File: src/hw/lsq_pkg.sv
package lsq_pkg;

   // rename tag width, tag 0 marks an operand with no producer and never goes on the bus
   localparam int TAG_W    = 6;
   localparam int DATA_W   = 32;
   localparam int OFFSET_W = 16;

   // a load waits only on its base, a store also waits on the data it writes
   typedef enum logic {
      LS_STORE = 1'b0,
      LS_LOAD  = 1'b1
   } ls_op_e;

   // one instruction as the dispatch unit hands it over
   typedef struct packed {
      ls_op_e              op;
      logic [OFFSET_W-1:0] offset;
      logic [TAG_W-1:0]    rd_tag;
      logic [TAG_W-1:0]    rs_tag;
      logic [DATA_W-1:0]   rs_data;
      logic                rs_valid;
      logic [TAG_W-1:0]    rt_tag;
      logic [DATA_W-1:0]   rt_data;
      logic                rt_valid;
   } ls_dispatch_t;

   // head of the queue with the address already formed
   typedef struct packed {
      ls_op_e            op;
      logic [TAG_W-1:0]  rd_tag;
      logic [DATA_W-1:0] addr;
      logic [DATA_W-1:0] data;
   } ls_issue_t;

   typedef struct packed {
      logic              valid;
      logic [TAG_W-1:0]  tag;
      logic [DATA_W-1:0] data;
   } cdb_t;

endpackage
File: src/hw/ls_queue.sv
`timescale 1ns/1ps

module ls_queue #(
   parameter int QUEUE_DEPTH = 4
) (
   input  logic                  clk,
   input  logic                  rst,
   input  lsq_pkg::ls_dispatch_t dispatch,
   input  logic                  dispatch_en,
   output logic                  dispatch_ready,
   input  lsq_pkg::cdb_t         cdb,
   output lsq_pkg::ls_issue_t    issue,
   output logic                  issue_ready,
   input  logic                  issue_done
);

   // an entry is the dispatched instruction plus its effective address
   typedef struct packed {
      lsq_pkg::ls_dispatch_t         inst;
      logic [lsq_pkg::DATA_W-1:0]    addr;
   } entry_t;

   // slot 0 is the oldest entry, valid slots are always packed from slot 0 upwards
   entry_t                 ent_q [QUEUE_DEPTH];
   logic [QUEUE_DEPTH-1:0] vld_q;

   // candidates after the bus snoop, index QUEUE_DEPTH is the dispatch input
   // acting as a virtual entry sitting above the top slot
   entry_t                 cand  [QUEUE_DEPTH+1];
   entry_t                 ent_d [QUEUE_DEPTH];
   logic [QUEUE_DEPTH-1:0] vld_d;
   entry_t                 dispatch_entry;
   logic [QUEUE_DEPTH:0]   vld_up;
   logic [QUEUE_DEPTH:0]   vld_dn;
   logic                   pop;
   logic                   accept;

   // base plus the sign-extended 16-bit offset
   function automatic logic [lsq_pkg::DATA_W-1:0] eff_addr(
      input logic [lsq_pkg::DATA_W-1:0]   base,
      input logic [lsq_pkg::OFFSET_W-1:0] offset
   );
      eff_addr = base + {{(lsq_pkg::DATA_W-lsq_pkg::OFFSET_W){offset[lsq_pkg::OFFSET_W-1]}},
                         offset};
   endfunction

   // an operand picks up bus data only while it is still waiting on its tag
   function automatic entry_t wakeup(input entry_t e, input lsq_pkg::cdb_t bus);
      entry_t r;
      r = e;
      if (bus.valid && !e.inst.rs_valid && bus.tag == e.inst.rs_tag) begin
         r.inst.rs_data  = bus.data;
         r.inst.rs_valid = 1'b1;
         // a fresh base means a fresh address
         r.addr          = eff_addr(bus.data, e.inst.offset);
      end
      if (bus.valid && !e.inst.rt_valid && bus.tag == e.inst.rt_tag) begin
         r.inst.rt_data  = bus.data;
         r.inst.rt_valid = 1'b1;
      end
      return r;
   endfunction

   assign dispatch_entry.inst = dispatch;
   assign dispatch_entry.addr = eff_addr(dispatch.rs_data, dispatch.offset);

   // only the head is ever offered, loads and stores leave in program order
   assign issue_ready = vld_q[0] & ent_q[0].inst.rs_valid &
                        (ent_q[0].inst.rt_valid | (ent_q[0].inst.op == lsq_pkg::LS_LOAD));

   assign issue.op     = ent_q[0].inst.op;
   assign issue.rd_tag = ent_q[0].inst.rd_tag;
   assign issue.addr   = ent_q[0].addr;
   assign issue.data   = ent_q[0].inst.rt_data;

   assign pop = issue_done & issue_ready;

   // full only when every slot holds an entry and nothing leaves this cycle
   assign dispatch_ready = ~(&vld_q & ~pop);
   assign accept         = dispatch_en & dispatch_ready;

   // valid of the slot above, the top slot sees nothing above it
   assign vld_up = {1'b0, vld_q};
   // valid of the slot below, slot 0 has the floor below it
   assign vld_dn = {vld_q, 1'b1};

   always_comb begin
      for (int i = 0; i < QUEUE_DEPTH; i++) begin
         cand[i] = wakeup(ent_q[i], cdb);
      end
      // the incoming instruction also snoops, so a same-cycle broadcast is not lost
      cand[QUEUE_DEPTH] = wakeup(dispatch_entry, cdb);
   end

   always_comb begin
      for (int i = 0; i < QUEUE_DEPTH; i++) begin
         if (pop) begin
            if (vld_up[i+1]) begin
               // the head leaves and everything above moves down one slot
               ent_d[i] = cand[i+1];
               vld_d[i] = 1'b1;
            end else begin
               // the topmost occupied slot frees up, the new entry can land in it
               ent_d[i] = cand[QUEUE_DEPTH];
               vld_d[i] = vld_q[i] & accept;
            end
         end else if (vld_q[i]) begin
            ent_d[i] = cand[i];
            vld_d[i] = 1'b1;
         end else begin
            // the first free slot above the occupied ones takes the new entry
            ent_d[i] = cand[QUEUE_DEPTH];
            vld_d[i] = vld_dn[i] & accept;
         end
      end
   end

   always_ff @(posedge clk) begin
      if (rst) begin
         vld_q <= '0;
      end else begin
         vld_q <= vld_d;
      end
   end

   always_ff @(posedge clk) begin
      for (int i = 0; i < QUEUE_DEPTH; i++) begin
         ent_q[i] <= ent_d[i];
      end
   end

endmodule

File: config.mk
export PLATFORM = sky130hd
export DESIGN_NAME = ls_queue
export DESIGN_NICKNAME = d
export VERILOG_FILES = /design/src/hw/lsq_pkg.sv /design/src/hw/ls_queue.sv
export SDC_FILE = /design/constraint.sdc
export NUM_CORES = 2
export LEC_CHECK = 0
export BUFFER_PORTS_ARGS = -buffer_cell sky130_fd_sc_hd__buf_2
export CAP_MARGIN = 0
export CORE_ASPECT_RATIO = 2
export CORE_MARGIN = 2
export CORE_UTILIZATION = 30
export CTS_CLUSTER_SIZE = 24
export DETAILED_ROUTE_END_ITERATION = 6
export SYNTH_ARGS = -nofsm -noshare
export SYNTH_HDL_FRONTEND = slang
export SYNTH_SLANG_ARGS = --single-unit
File: constraint.sdc
create_clock -name clk -period 7.25 [get_ports clk]
set_input_delay 1.0875 -clock clk [delete_from_list [all_inputs] [get_ports clk]]
set_output_delay 1.0875 -clock clk [all_outputs]
set_load 0.01 [all_outputs]
==> metrics.yaml <==
status: "complete, no violations"
final_common_cell: "nand2_1"
vias: 27900
slew_headroom_pct: 8.02
grt_max_degree: 182
clk_path_buf_depth: 3
cp-start-kind: "input port"
hp-start: "ent_q[3][115]"
drtIter0Drc: 1875
die_w_um: 225
io_pins: 217
hold_viol_final: 0
path_buf_inv: 1
total_power_mw: 7.70
dp_slack_ps: 943
tightest_slew_ps: 1370
power_density_nw_per_um2: 237
htreeDepth: 2
multi_input_area_sq_um: 18600
yosys_warnings: 0
crit_arrival_ps: 6220
synth-edff-count: 101
cts_tree: "built"
cts_setup_buffers: 0
synth.avg_cell_area_sq_um: 8.04
seq_area_frac_synth_pct: 31.4
postLayoutSetupSlackWorst_ps: 1350
areaGrowthSynthToFinish_pct: 10.8
wirelength_um: 122000
synthesis.area_sq_um: 29300
endpoint_kind: "flop"
postRouteAntennaNets: 0
hp-class: "reg -> reg"
hold_buffers: 0
drc: 0
seq_area_sq_um: 9190
die-height_um: 446
initial_utilization_pct: 30.1
crit_top_cell: "mux2_2"
drv_cap: 0
portBuffers: 216
grt_pass1_wl_um: 175000
layout-drive-gt1-share_pct: 13.3
crit_required_ps: 7580
row_count: 162
wire_per_inst_um: 24.6
cp_top_family: "simple AND/OR/NAND/NOR gates"
gp_congestion: 0.959
antenna_found_initial: 9
worstSetupStartpoint: "cdb[32]"
worst_path_max_delay_cell: "xnor2_1"
fin_crit_sh_pct: 81.3
finalMaxSlewViolations: 0
cts.clk_slew.worst_paths_ps: 60
max_stage_delay_ps: 1060
ys_async_sr_fraction_pct: 0
finalCriticalPeriod_ps: 5900
post_cts_resized: 0
dpl.hpwl_um: 90000
power.leakage_nw: 13.7
rsz0062_at_grt: "no"
critPathMaxFanout: 15
fillers: 10200
skew_ps: 46.6
die_area_sq_um: 100000
grt_use_total_pct: 23.7
nets: 3974
rr_startpoint: "ent_q[1][116]"
worst-setup-path-type: "in -> reg"
synth_fp_nets: 3948
overflow: 0
setup_viol: 0
viasPerCell: 5.66
path_cells: "buf_2 > xor2_1 > nor3_1 > nand4_1 > mux2_2 > ha_1 > a21oi_1 > o221a_2 > a211oi_2 > or2_2 > a211oi_1 > o31ai_1 > xnor2_1 > mux2_2 > o221ai_1"
cts_buffers: 45
grt_pass1_vias: 26900
tns_ps: 0
synth_ff_type: "dfxtp_1"
final_cell_mix: "554 x nand2_1, 342 x nor2_1, 303 x dfxtp_1"
ir_worst_vdd_uv: 214
coreArea_sq_um: 97100
cts_sinks: 408
yosysUniqueCellTypes: 90
clkLatencyLatePin_ps: 620
synth-seq-cells: 408
fmax_mhz: 170
root_buffer: "clkbuf_16"
syn_inst: 3641
firstDrtPassIters: 7
## area by class of cell
type	count	share of cell area (%)
Sequential cell	408	28.4
Timing Repair Buffer	269	4.60
Antenna cell	2	0.0154
Clock inverter	16	0.529
Multi-Input combinational cell	2891	57.3
Clock buffer	66	3.90
Inverter	52	0.602
Tap cell	1230	4.75
## synth_stat cells (all sizes together) (13+ instances only)
library cell    n  area share (%)
o221ai         15            0.45
and3           24            0.51
a22o           36             1.1
o211ai         70             1.8
a21oi         264             4.5
clkbuf        169             2.2
o21a           19            0.49
o22ai          83             1.8
dfxtp         307              21
mux2          114             4.4
a211oi         38             1.0
nor2          345             4.4
mux2i         124             4.2
inv            50            0.64
a31oi          33            0.73
ha            158             6.8
nand3          68             1.2
o21ai         294             5.0
and2           13            0.29
o21bai         17            0.44
xnor2          96             2.9
nor2b          15            0.32
buf           121             2.6
nand2b         53             1.1
nand4          42            0.90
nand2         556             7.1
or2            13            0.28
a21o           79             2.0
xor2           87             2.6
nor3           36            0.62
edfxtp        101              10
## state kept, by name, indices dropped and copies added (netlist names)
register	count
ent_q	404
vld_q	4
## layer usage
| layer | part of all wire [%] | wire length (um) | track usage (%) | up-vias |
|---|---|---|---|---|
| met3 | 5.1 | 6170 | 3.67 | 429 |
| li1 | - | - | - | 13200 |
| met1 | 34 | 41100 | 22.9 | 13300 |
| met5 | 0.071 | 86 | 0 | - |
| met2 | 50 | 61100 | 42.7 | 970 |
| met4 | 11 | 13200 | 21.7 | 14 |
## stage by stage
| step | std cells | cell area [sq um] | utilization (%) | hold slack [ps] |
|---|---|---|---|---|
| 6_report | 4934 | 32400 | 33.4 | 487 |
| 5_1_grt | 4932 | 32400 | 33.4 | 509 |
| 4_1_cts | 4932 | 32400 | 33.4 | 490 |
| 3_5_place_dp | 4850 | 31000 | 31.9 | 475 |
| 3_3_place_gp | 4850 | 31000 | 31.9 | 471 |
| 2_1_floorplan | 3641 | 29300 | - | 459 |
## worst register-to-register path, stage by stage (launching register included)
cell      delay, ps
dfxtp_1         460
ha_1            260
inv_1            70
fa_1            400
nand2b_1        190
a21o_1          200
a31oi_1         250
a41oi_1         290
o21ai_0         520
o221ai_1        250
xnor2_1         570
o21ai_1         200
o221ai_1        220
## where the power goes
part | total [mW] | internal, mW | leakage [nW] | switching [mW]
registers | 2.92 | 2.73 | 3.63 | 0.193
logic | 2.44 | 0.876 | 9.41 | 1.57
clock network | 2.34 | 1.29 | 0.690 | 1.05
## worst paths after layout
kind                                       to  slack (ps)  depth (start not counted)
worst max-delay path             ent_q[0][17]        1350                         15
worst min-delay path            ent_q[3][115]         490                          1
worst max register to register   ent_q[0][28]        3210                         12
worst min register to register  ent_q[3][115]         490                          1
## kinds of logic (layout without fill, tap and decap cells)
kind of cell             after synthesis  in the layout  synth area share (%)
AO/OA/AOI/OAI                       1089           1089                  23.8
XOR/XNOR                             183            183                  5.48
adder cells (fa/ha/maj)              163            163                  7.10
buffers and inverters                342            403                  5.43
flip-flops                           408            408                  31.4
multiplexers                         238            238                  8.63
other                                  0              2                     0
AND/OR/NAND/NOR                     1218           1218                  18.2
No activity file was read; power rests on OpenSTA's default activity.
