<file path="src/hw/lsq_pkg.sv">
package lsq_pkg;

   // rename tag width, tag 0 marks an operand with no producer and never goes on the bus
   localparam int TAG_W    = 6;
   localparam int DATA_W   = 32;
   localparam int OFFSET_W = 16;

   // a load waits only on its base, a store also waits on the data it writes
   typedef enum logic {
      LS_STORE = 1'b0,
      LS_LOAD  = 1'b1
   } ls_op_e;

   // one instruction as the dispatch unit hands it over
   typedef struct packed {
      ls_op_e              op;
      logic [OFFSET_W-1:0] offset;
      logic [TAG_W-1:0]    rd_tag;
      logic [TAG_W-1:0]    rs_tag;
      logic [DATA_W-1:0]   rs_data;
      logic                rs_valid;
      logic [TAG_W-1:0]    rt_tag;
      logic [DATA_W-1:0]   rt_data;
      logic                rt_valid;
   } ls_dispatch_t;

   // head of the queue with the address already formed
   typedef struct packed {
      ls_op_e            op;
      logic [TAG_W-1:0]  rd_tag;
      logic [DATA_W-1:0] addr;
      logic [DATA_W-1:0] data;
   } ls_issue_t;

   typedef struct packed {
      logic              valid;
      logic [TAG_W-1:0]  tag;
      logic [DATA_W-1:0] data;
   } cdb_t;

endpackage
</file>
<file path="src/hw/ls_unit.sv">
`timescale 1ns/1ps

module ls_unit #(
   parameter int MEM_ADDR_BITS = 8
) (
   input  logic                       clk,
   input  logic                       rst,
   input  lsq_pkg::ls_issue_t         issue,
   input  logic                       issue_ready,
   output logic                       issue_done,
   output logic                       mem_we,
   output logic [MEM_ADDR_BITS-1:0]   mem_addr,
   output logic [lsq_pkg::DATA_W-1:0] mem_wdata,
   input  logic [lsq_pkg::DATA_W-1:0] mem_rdata,
   output lsq_pkg::cdb_t              load_cdb,
   input  logic                       load_grant
);

   typedef enum logic [1:0] {
      IDLE,
      ACCESS,
      BROADCAST
   } state_e;

   state_e             state_q;
   state_e             state_d;
   lsq_pkg::ls_issue_t inst_q;

   // the unit takes the head whenever it has nothing in flight
   assign issue_done = (state_q == IDLE) & issue_ready;

   always_comb begin
      state_d = state_q;
      case (state_q)
         IDLE: begin
            if (issue_done) begin
               state_d = ACCESS;
            end
         end
         ACCESS: begin
            // a store is finished once its write goes out
            if (inst_q.op == lsq_pkg::LS_LOAD) begin
               state_d = BROADCAST;
            end else begin
               state_d = IDLE;
            end
         end
         BROADCAST: begin
            // stay here while other producers hold the bus
            if (load_grant) begin
               state_d = IDLE;
            end
         end
         default: begin
            state_d = IDLE;
         end
      endcase
   end

   always_ff @(posedge clk) begin
      if (rst) begin
         state_q <= IDLE;
      end else begin
         state_q <= state_d;
      end
   end

   always_ff @(posedge clk) begin
      if (issue_done) begin
         inst_q <= issue;
      end
   end

   // byte address to word address, the two low bits select a byte and are dropped
   assign mem_addr  = inst_q.addr[MEM_ADDR_BITS+1:2];
   assign mem_wdata = inst_q.data;
   assign mem_we    = (state_q == ACCESS) & (inst_q.op == lsq_pkg::LS_STORE);

   // the read launched in ACCESS lands in cycle 2
   // the address stays frozen and nothing writes while broadcasting, so the
   // memory read register keeps holding the loaded word until the grant
   assign load_cdb.valid = (state_q == BROADCAST);
   assign load_cdb.tag   = inst_q.rd_tag;
   assign load_cdb.data  = mem_rdata;

endmodule

</file>
<file path="config.mk">
export PLATFORM = sky130hd
export DESIGN_NAME = ls_unit
export DESIGN_NICKNAME = d
export VERILOG_FILES = /design/src/hw/lsq_pkg.sv /design/src/hw/ls_unit.sv
export SDC_FILE = /design/constraint.sdc
export NUM_CORES = 1
export LEC_CHECK = 0
export BUFFER_PORTS_ARGS = -buffer_cell sky130_fd_sc_hd__buf_2
export CAP_MARGIN = 0
export CORE_UTILIZATION = 34
export DETAILED_ROUTE_END_ITERATION = 8
export PLACE_DENSITY = 0.87
export SLEW_MARGIN = 20
export SYNTH_ARGS = -nofsm -noshare
export SYNTH_HDL_FRONTEND = slang
export SYNTH_SLANG_ARGS = --single-unit
</file>
<file path="constraint.sdc">
create_clock -name clk -period 5.79 [get_ports clk]
set_input_delay 1.158 -clock clk [delete_from_list [all_inputs] [get_ports clk]]
set_output_delay 1.158 -clock clk [all_outputs]
set_load 0.005 [all_outputs]
</file>
==> results.json, run 1 <==
{
  "r2r_end": "mem_wdata[20]",
  "post_drt_wl_per_cell_um": 12.7,
  "rsz0062_at_grt": "no",
  "cts_sinks": 49,
  "syn_area_um2": 2090,
  "switching_power_mw": 0.134,
  "die_area_um2": 6450,
  "irDropWorstVdd_uv": 144,
  "async_flop_share_pct": 0,
  "cp.required_ns": 4.63,
  "hold_end": "state_q[1]",
  "insertion_delay_ns": 0.29,
  "clock-root-buffer": "clkbuf_8",
  "initialDrtViolationCount": 22,
  "seqPwrFrac_pct": 59.7,
  "p_per_area_nw_per_um2": 318,
  "clockBufferDepth": 2,
  "final_max_slew_viol_count": 0,
  "grt_pass1_wl_mm": 4.24,
  "syn_nets": 241,
  "leakage_nw": 0.937,
  "vias": 964,
  "drt-pass1-iter-count": 4,
  "crit_fanout": 2,
  "synth_top_cell_by_area": "edfxtp_1",
  "postRouteAntennaNets": 0,
  "post-route-util_pct": 37.4,
  "drcViolationCount": 0,
  "p_int_mw": 0.570,
  "grt_max_degree": 49,
  "critPathLaunchType": "input pin",
  "place.gp.congestion": 0.653,
  "synth-edff-count": 47,
  "final.setup_skew_ns": 0.00323,
  "syn_inst": 134,
  "hold_depth": 2,
  "ios": 188,
  "h-tree-depth": 2,
  "synth_ff_type": "edfxtp_1",
  "synth.most_common_cell": "buf_4",
  "yosys_warnings": 0,
  "endpoint_kind": "output port",
  "diodes": 0,
  "fp.dieH_um": 80.3,
  "antenna_found_initial": 0,
  "port_buffers": 99,
  "cpMostUsedCell": "buf_2",
  "arrival_ns": 1.55,
  "worst-setup-path-type": "in -> out",
  "relSlewSlack_pct": 60.8,
  "finalCritPeriodShare_pct": 46.8,
  "via_per_inst": 4.03,
  "finalWirelength_mm": 3.04,
  "crit_chain": "buf_2 -> nor3b_4 -> buf_2",
  "syn2layout_area_growth_pct": 6.24,
  "worstMarginPinSlew_ns": 0.588,
  "syn_area_per_cell_um2": 15.6,
  "p_clk_share_pct": 32.9,
  "netlist_top_cells_count": "buf_4 (78), edfxtp_1 (47), dfxtp_1 (2), nor2b_1 (2), nor3b_1 (2)",
  "ctsHoldBuffers": 0,
  "synthDistinctLibCells": 8,
  "ys_ff_latch": 49,
  "start_util_pct": 35.2,
  "critPathSlowestCell": "nor3b_4",
  "clkTransAtPathRegs_ns": 0.08,
  "nets": 270,
  "ys_top_cells_by_area": "edfxtp_1 (68%), buf_4 (28%), dfxtp_1 (1.9%)",
  "cts_buffers": 5,
  "core_um2": 5920,
  "r2r_cells": 2,
  "comb_power_share_pct": 7.4,
  "drive_gt1_share_pct": 65.9,
  "switching_share_pct": 19.0,
  "fmaxAchievable_mhz": 369,
  "worstSetupStartpoint": "issue_ready",
  "row_count": 28,
  "ctsResizeCount": 0,
  "cp_slowest_stage_delay_ns": 0.18,
  "yosysSeqAreaShare_pct": 69.6,
  "rrSetupSlack_ns": 4.31,
  "holdCritPathClass": "reg -> reg",
  "setup_viol": 0,
  "synth_top_cell_area_share_pct": 67.7,
  "hold_viol_final": 0,
  "cts_setup_buffers": 0,
  "status": "finished clean",
  "max_cap_viol_count": 0,
  "r2r_start": "state_q[1]",
  "nFillCells": 564,
  "chipWidth_um": 80.3,
  "tritoncts": "yes",
  "grt_pass1_vias": 956,
  "worst_hold_startpoint": "state_q[0]",
  "final.setup.tns_ns": 0,
  "track_usage_pct": 9.30,
  "layout_min_cycle_time_ns": 2.71,
  "grt-ovfl-total": 0
}
## sequential cells by signal, indices dropped and copies added, names as in the netlist
signal and count:
load_cdb 6, inst_q 1, mem_wdata 32, state_q 2
mem_addr 8
## power groups by stage
stage	Sequential [mW]	Clock, mW	Combinational, mW
after floorplan	0.429	0	0.0564
after global placement	0.428	0	0.0515
after detailed placement	0.429	0	0.0534
after CTS	0.421	0.242	0.0533
after global routing	0.423	0.254	0.0573
final	0.421	0.232	0.0518
## layer usage
layer	GRT usage (%)	routed length, um
met3	5.11	402
met2	15.3	1510
met4	6.43	75
met1	8.79	1050
met5	0	0
## through the flow
step	std cells	power (mW)	cell area (um2)	worst slack, ns	hold slack [ns]
2_1_floorplan	134	0.485	2090	1.56	0.490
3_3_place_gp	231	0.480	2110	3.08	0.528
3_5_place_dp	231	0.482	2110	3.07	0.546
4_1_cts	239	0.716	2220	3.06	0.561
5_1_grt	239	0.734	2220	3.03	0.602
6_report	239	0.704	2220	3.08	0.558
## final cells by class
type | instances | area, um2 | share of cell area, %
timing repair buffer | 100 | 503 | 22.7
clock inverter | 2 | 35.0 | 1.58
tap | 75 | 93.8 | 4.23
sequential | 49 | 1450 | 65.5
clock buffer | 6 | 72.6 | 3.27
multi-input combinational | 7 | 60.1 | 2.71
## worst max-delay path by stage
stage                  to  cells after the start
3_3_place_gp   issue_done                      3
4_1_cts        issue_done                      3
2_1_floorplan  issue_done                      1
6_report       issue_done                      3
5_1_grt        issue_done                      3
3_5_place_dp   issue_done                      3
## logic make-up (layout without fill, tap and decap cells)
group,after synthesis,after routing,share of synthesized area (%)
DFF,49,49,69.6
AOI/OAI and AO/OA,1,1,0.240
buffers and inverters,78,108,28.1
and+or+nand+nor,6,6,2.10
## critical path, delay by kind of cell
kind,cells,cell delay [ns]
AND/OR/NAND/NOR,1,0.18
buffers and inverters,2,0.22
## placed cells by master (no fill, tap or decap)
cell / n
a21oi_1: 1
buf_2: 99
buf_4: 1
bufinv_16: 1
clkbuf_1: 1
clkbuf_8: 5
clkinv_2: 1
dfxtp_1: 2
edfxtp_1: 47
nand3b_1: 1
nor2b_1: 2
nor3b_1: 1
nor3b_4: 1
or3b_1: 1
(Power assumes the default switching activity.)
==> run 2, diff against run 1 <==
--- a/config.mk
+++ b/config.mk
@@ -5,6 +5,7 @@
 export SDC_FILE = /design/constraint.sdc
 export NUM_CORES = 1
 export LEC_CHECK = 0
+export ABC_AREA = 1
 export BUFFER_PORTS_ARGS = -buffer_cell sky130_fd_sc_hd__buf_2
 export CAP_MARGIN = 0
 export CORE_UTILIZATION = 34
==> constraint.sdc (replaced) <==
create_clock -name clk -period 2.2 [get_ports clk]
set_input_delay 0.44 -clock clk [delete_from_list [all_inputs] [get_ports clk]]
set_output_delay 0.44 -clock clk [all_outputs]
set_load 0.005 [all_outputs]
==> run 2 against run 1 <==
- die area grew 0.35%
- combinational power grew to 2.8 times the previous value
- utilization grew 0.25 points
- non-clock buffer count grew 1
- final cell count grew 2.5%
- critical path depth grew 1
- hold slack lost 0.24 ns
- via count grew 1.8%
- power grew to 2.7 times the previous value
- clock-buffer cell count is the same
- critical endpoint unchanged
==> results.json, run 2 <==
{
  "status": "finished clean",
  "syn2layout_area_growth_pct": 6.58,
  "track_usage_pct": 9.08,
  "port_buffers": 99,
  "syn_inst": 139,
  "grt-ovfl-total": 0,
  "cts_setup_buffers": 0,
  "stdcell_count": 245,
  "core_um2": 5920,
  "finalWirelength_mm": 3.19,
  "relSlewSlack_pct": 79.1,
  "row_count": 28,
  "r2r_start": "state_q[0]",
  "max_cap_viol_count": 0,
  "hold_viol_final": 0,
  "drt-pass1-iter-count": 4,
  "r2r_cells": 4,
  "yosys_warnings": 0,
  "netlist_top_cells_count": "buf_4 (78), edfxtp_1 (47), inv_1 (3)",
  "hold_end": "mem_wdata[13]",
  "critPathLaunchType": "flop",
  "clkTransAtPathRegs_ns": 0.09,
  "synth_top_cell_by_area": "edfxtp_1",
  "drive_gt1_share_pct": 65.3,
  "dp_hpwl_mm": 2.49,
  "crit_chain": "inv_1 -> nand2_1 -> nor2_4 -> buf_2",
  "hold_depth": 1,
  "syn_nets": 246,
  "nets": 276,
  "worst-setup-path-type": "reg -> out",
  "cp.required_ns": 1.76,
  "fp.dieH_um": 80.5,
  "final.setup_skew_ns": 0.00890,
  "cts_buffers": 5,
  "diodes": 0,
  "yosysSeqAreaShare_pct": 69.3,
  "largest_reg_flops": 32,
  "layout_min_cycle_time_ns": 1.51,
  "final_max_slew_viol_count": 0,
  "endpoint_kind": "output port",
  "clockBufferDepth": 2,
  "h-tree-depth": 2,
  "ctsResizeCount": 0,
  "synthAdderAreaFrac_pct": 0,
  "layout_commonest_cell": "buf_2",
  "synthSimpleGateAreaFrac_pct": 1.73,
  "rsz0062_at_grt": "no",
  "crit_fanout": 3,
  "synthXorXnorAreaFrac_pct": 0,
  "syn_area_um2": 2090,
  "synthDistinctLibCells": 11,
  "die_area_um2": 6470,
  "setup_viol": 0,
  "final.setup.tns_ns": 0,
  "fmaxAchievable_mhz": 663,
  "drcViolationCount": 0,
  "synth-edff-count": 47,
  "postRouteAntennaNets": 0,
  "worst_hold_startpoint": "issue[13]",
  "critPathSlowestCell": "dfxtp_1",
  "irDropWorstVdd_uv": 321,
  "holdCritPathClass": "in -> reg",
  "place.gp.congestion": 0.652,
  "post_drt_wl_per_cell_um": 13.0,
  "tritoncts": "yes",
  "p_total_mw": 1.87,
  "syn_area_per_cell_um2": 15.1,
  "synth_top_family_by_area": "buffers and inverters",
  "ctsHoldBuffers": 0,
  "antenna_found_initial": 0,
  "grt_max_degree": 25,
  "ys_ff_latch": 49,
  "synth.most_common_cell": "buf_4",
  "initialDrtViolationCount": 37,
  "arrival_ns": 1.07,
  "synth_top_cell_area_share_pct": 67.4,
  "grt_pass1_wl_mm": 4.16,
  "leakage_nw": 0.958,
  "cp_slowest_stage_delay_ns": 0.34,
  "dp.cells": 237,
  "yosys-mux-area-fraction_pct": 0,
  "synth_ff_type": "edfxtp_1",
  "chipWidth_um": 80.5,
  "start_util_pct": 35.4,
  "clock-root-buffer": "clkbuf_8",
  "async_flop_share_pct": 0,
  "finalCritPeriodShare_pct": 68.5,
  "via_per_inst": 4.00,
  "cts_sinks": 49,
  "layout_common_cells": "buf_2 (99), edfxtp_1 (47), clkbuf_8 (5)",
  "ios": 188,
  "grt_pass1_vias": 931,
  "worstMarginPinSlew_ns": 0.313,
  "r2r_end": "mem_wdata[12]",
  "ys_top_cells_by_area": "edfxtp_1 (67%), buf_4 (28%), dfxtp_1 (1.9%)",
  "synth_compound_area_share_pct": 0.239,
  "insertion_delay_ns": 0.29,
  "rrSetupSlack_ns": 0.89,
  "vias": 981,
  "p_per_area_nw_per_um2": 839
}
[run 2: cell count changes after synthesis]
cell	change
nor3b_1	-2
inv_1	+3
inv_2	+1
nand3_1	+2
nor3_2	+1
or3b_1	-1
nand3b_1	-1
nor2_1	+2
nand2_1	+1
nor2b_1	-2
nor3_1	+1
[run 2: power breakdown]
part	leakage, nW	switching (mW)	internal [mW]
clock	0.0554	0.281	0.341
combinational	0.435	0.0714	0.0719
sequential	0.467	0.0139	1.09
total	0.958	0.367	1.51
[run 2: layout make-up]
type                    instances  area, um2
flip-flops and latches         49       1450
clock buffers                   6       72.6
clock inverters                 2       38.8
inverters                       4       15.0
well taps                      75       93.8
multi-input cells               8       48.8
repair buffers                101        510
fillers                       582       3690
[run 2: worst max-delay path by stage]
stage / start / to / slack (ns) / cells past startpoint
CTS: state_q[0] / issue_done / 0.68 / 4
global route: state_q[0] / issue_done / 0.64 / 4
floorplan: issue_ready / issue_done / 0.50 / 2
detailed placement: issue_ready / mem_wdata[21] / 0.83 / 4
global placement: issue_ready / mem_wdata[21] / 0.86 / 4
finish: state_q[0] / issue_done / 0.69 / 4
[run 2: metrics by stage]
stage          utilization, %  worst slack, ns  hold slack (ns)  area [um2]
6_report                 37.7            0.692            0.314        2230
5_1_grt                  37.7            0.636            0.290        2230
4_1_cts                  37.7            0.678            0.299        2230
3_5_place_dp             35.8            0.828            0.509        2120
3_3_place_gp             35.8            0.856            0.481        2120
2_1_floorplan               -            0.497            0.468        2100
[run 2: logic make-up after synthesis]
kind of cell / count (synthesis)
buffers and inverters: 82
DFF: 49
AOI/OAI and AO/OA: 1
and+or+nand+nor: 7
[run 2: critical path: cells and delay by family (launching register included)]
kind	cells	cell delay, ns
flip-flops	1	0.34
AND/OR/NAND/NOR	2	0.22
buffers and inverters	2	0.21
[run 2: metal layers]
metal | up-vias | wire, um | global-route usage (%)
met5 | - | 0 | 0
met4 | 0 | 138 | 7.50
met3 | 18 | 386 | 3.98
met2 | 61 | 1550 | 14.3
met1 | 456 | 1120 | 9.23
li1 | 446 | - | -
==> run 3, diff against run 2 <==
--- a/config.mk
+++ b/config.mk
@@ -5,12 +5,12 @@
 export SDC_FILE = /design/constraint.sdc
 export NUM_CORES = 1
 export LEC_CHECK = 0
-export ABC_AREA = 1
+export ABC_AREA = 0
 export BUFFER_PORTS_ARGS = -buffer_cell sky130_fd_sc_hd__buf_2
 export CAP_MARGIN = 0
-export CORE_UTILIZATION = 34
+export CORE_UTILIZATION = 37
 export DETAILED_ROUTE_END_ITERATION = 8
-export PLACE_DENSITY = 0.87
+export PLACE_DENSITY = 0.9
 export SLEW_MARGIN = 20
 export SYNTH_ARGS = -nofsm -noshare
 export SYNTH_HDL_FRONTEND = slang
==> constraint.sdc (replaced) <==
create_clock -name clk -period 1.5 [get_ports clk]
set_input_delay 0.3 -clock clk [delete_from_list [all_inputs] [get_ports clk]]
set_output_delay 0.3 -clock clk [all_outputs]
set_load 0.005 [all_outputs]
==> run 3 against run 2 <==
- global-route usage grew 2.3 points
- final area about the same
- routed wire length is 2.4% higher
==> results.json, run 3 (same netlist as run 1, synthesis figures left out) <==
{
  "syn2layout_area_growth_pct": 7.02,
  "stdcell_count": 237,
  "p_total_mw": 2.72,
  "drive_gt1_share_pct": 66.5,
  "start_util_pct": 39.6,
  "setup_viol": 0,
  "arrival_ns": 1.10,
  "initialDrtViolationCount": 61,
  "grt_pass1_wl_mm": 4.97,
  "vias": 953,
  "cp_slowest_stage_delay_ns": 0.36,
  "antenna_found_initial": 0,
  "max_cap_viol_count": 0,
  "hold_viol_final": 0,
  "layout_min_cycle_time_ns": 1.40,
  "cts_setup_buffers": 0,
  "final.setup_skew_ns": 0.00435,
  "largest_reg_flops": 32,
  "critPathSlowestCell": "dfxtp_1",
  "clkTransAtPathRegs_ns": 0.08,
  "track_usage_pct": 11.4,
  "diodes": 0,
  "grt_max_degree": 20,
  "post_drt_wl_per_cell_um": 13.8,
  "h-tree-depth": 2,
  "core_um2": 5270,
  "leakage_nw": 0.950,
  "final.setup.tns_ns": 0,
  "fp.dieH_um": 77.1,
  "crit_fanout": 5,
  "die_area_um2": 5940,
  "worstMarginPinSlew_ns": 0.260,
  "crit_chain": "nor3b_4 -> buf_2",
  "drt-pass1-iter-count": 3,
  "worst-setup-path-type": "reg -> out",
  "final_max_slew_viol_count": 0,
  "relSlewSlack_pct": 82.7,
  "endpoint_kind": "output port",
  "row_count": 26,
  "grt-ovfl-total": 0,
  "via_per_inst": 4.02,
  "finalWirelength_mm": 3.27,
  "fmaxAchievable_mhz": 712,
  "drcViolationCount": 0,
  "rsz0062_at_grt": "no",
  "clock-root-buffer": "clkbuf_8",
  "cts_buffers": 5,
  "place.gp.congestion": 0.655,
  "critPathLaunchType": "flop",
  "ctsResizeCount": 0,
  "cts_sinks": 49,
  "tritoncts": "yes",
  "chipWidth_um": 77.1,
  "holdCritPathClass": "in -> reg",
  "nets": 273,
  "post-route-util_pct": 42.4,
  "ios": 188,
  "cp.required_ns": 1.20,
  "grt_pass1_vias": 986,
  "layout_commonest_cell": "buf_2",
  "clockBufferDepth": 2,
  "irDropWorstVdd_uv": 697,
  "finalCritPeriodShare_pct": 93.6,
  "status": "finished clean",
  "postRouteAntennaNets": 0,
  "p_per_area_nw_per_um2": 1220,
  "layout_common_cells": "buf_2 (99), edfxtp_1 (47), clkbuf_8 (5)",
  "port_buffers": 99,
  "insertion_delay_ns": 0.29,
  "dp.cells": 229,
  "ctsHoldBuffers": 0
}
==> run 3: cell types whose count changed in the layout (fill, tap and decap cells not counted), moves of 2 or more <==
cell | previous run | this run
inv_1 | 3 | 0
nand3_1 | 2 | 0
nor2b_1 | 0 | 2
buf_4 | 2 | 4
==> run 3: worst paths after layout <==
check | startpoint | endpoint | slack (ns) | depth (start not counted)
setup reg to reg | state_q[1] | mem_wdata[18] | 0.21 | 2
hold reg to reg | state_q[0] | state_q[1] | 0.55 | 2
hold / removal | rst | state_q[0] | 0.17 | 2
setup / recovery | state_q[1] | issue_done | 0.1 | 2
==> run 3: per-stage QoR <==
step           cell area (um2)  setup slack (ns)  hold slack (ns)
2_1_floorplan             2100            -0.555            0.364
3_3_place_gp              2130             0.201            0.466
3_5_place_dp              2130             0.173            0.471
4_1_cts                   2230            0.0593            0.149
5_1_grt                   2230           0.00499            0.156
6_report                  2230            0.0961            0.166
==> run 3: layout make-up <==
| type | count | area (um2) |
|---|---|---|
| Clock buffer | 6 | 72.6 |
| Clock inverter | 2 | 33.8 |
| Fill cell | 493 | 3040 |
| Multi-Input combinational cell | 7 | 60.1 |
| Sequential cell | 49 | 1450 |
| Tap cell | 70 | 87.6 |
| Timing Repair Buffer | 103 | 526 |
==> run 3: power by group <==
part | total (mW) | internal (mW) | switching, mW
logic | 0.213 | 0.112 | 0.100
clock network | 0.881 | 0.492 | 0.389
registers | 1.62 | 1.60 | 0.0222
total | 2.72 | 2.21 | 0.512
==> run 3: critical path, delay by kind of cell (launching register included) <==
family | cells | cell delay [ns]
and+or+nand+nor | 1 | 0.28
DFF | 1 | 0.36
buffers and inverters | 1 | 0.17
==> run 3: per-layer routing <==
metal / track usage, % / up-vias / routed length (um)
li1: - / 441 / -
met2: 21.0 / 64 / 1850
met4: 6.23 / 0 / 68
met3: 5.24 / 14 / 350
met1: 10.1 / 434 / 992
met5: 0 / - / 0
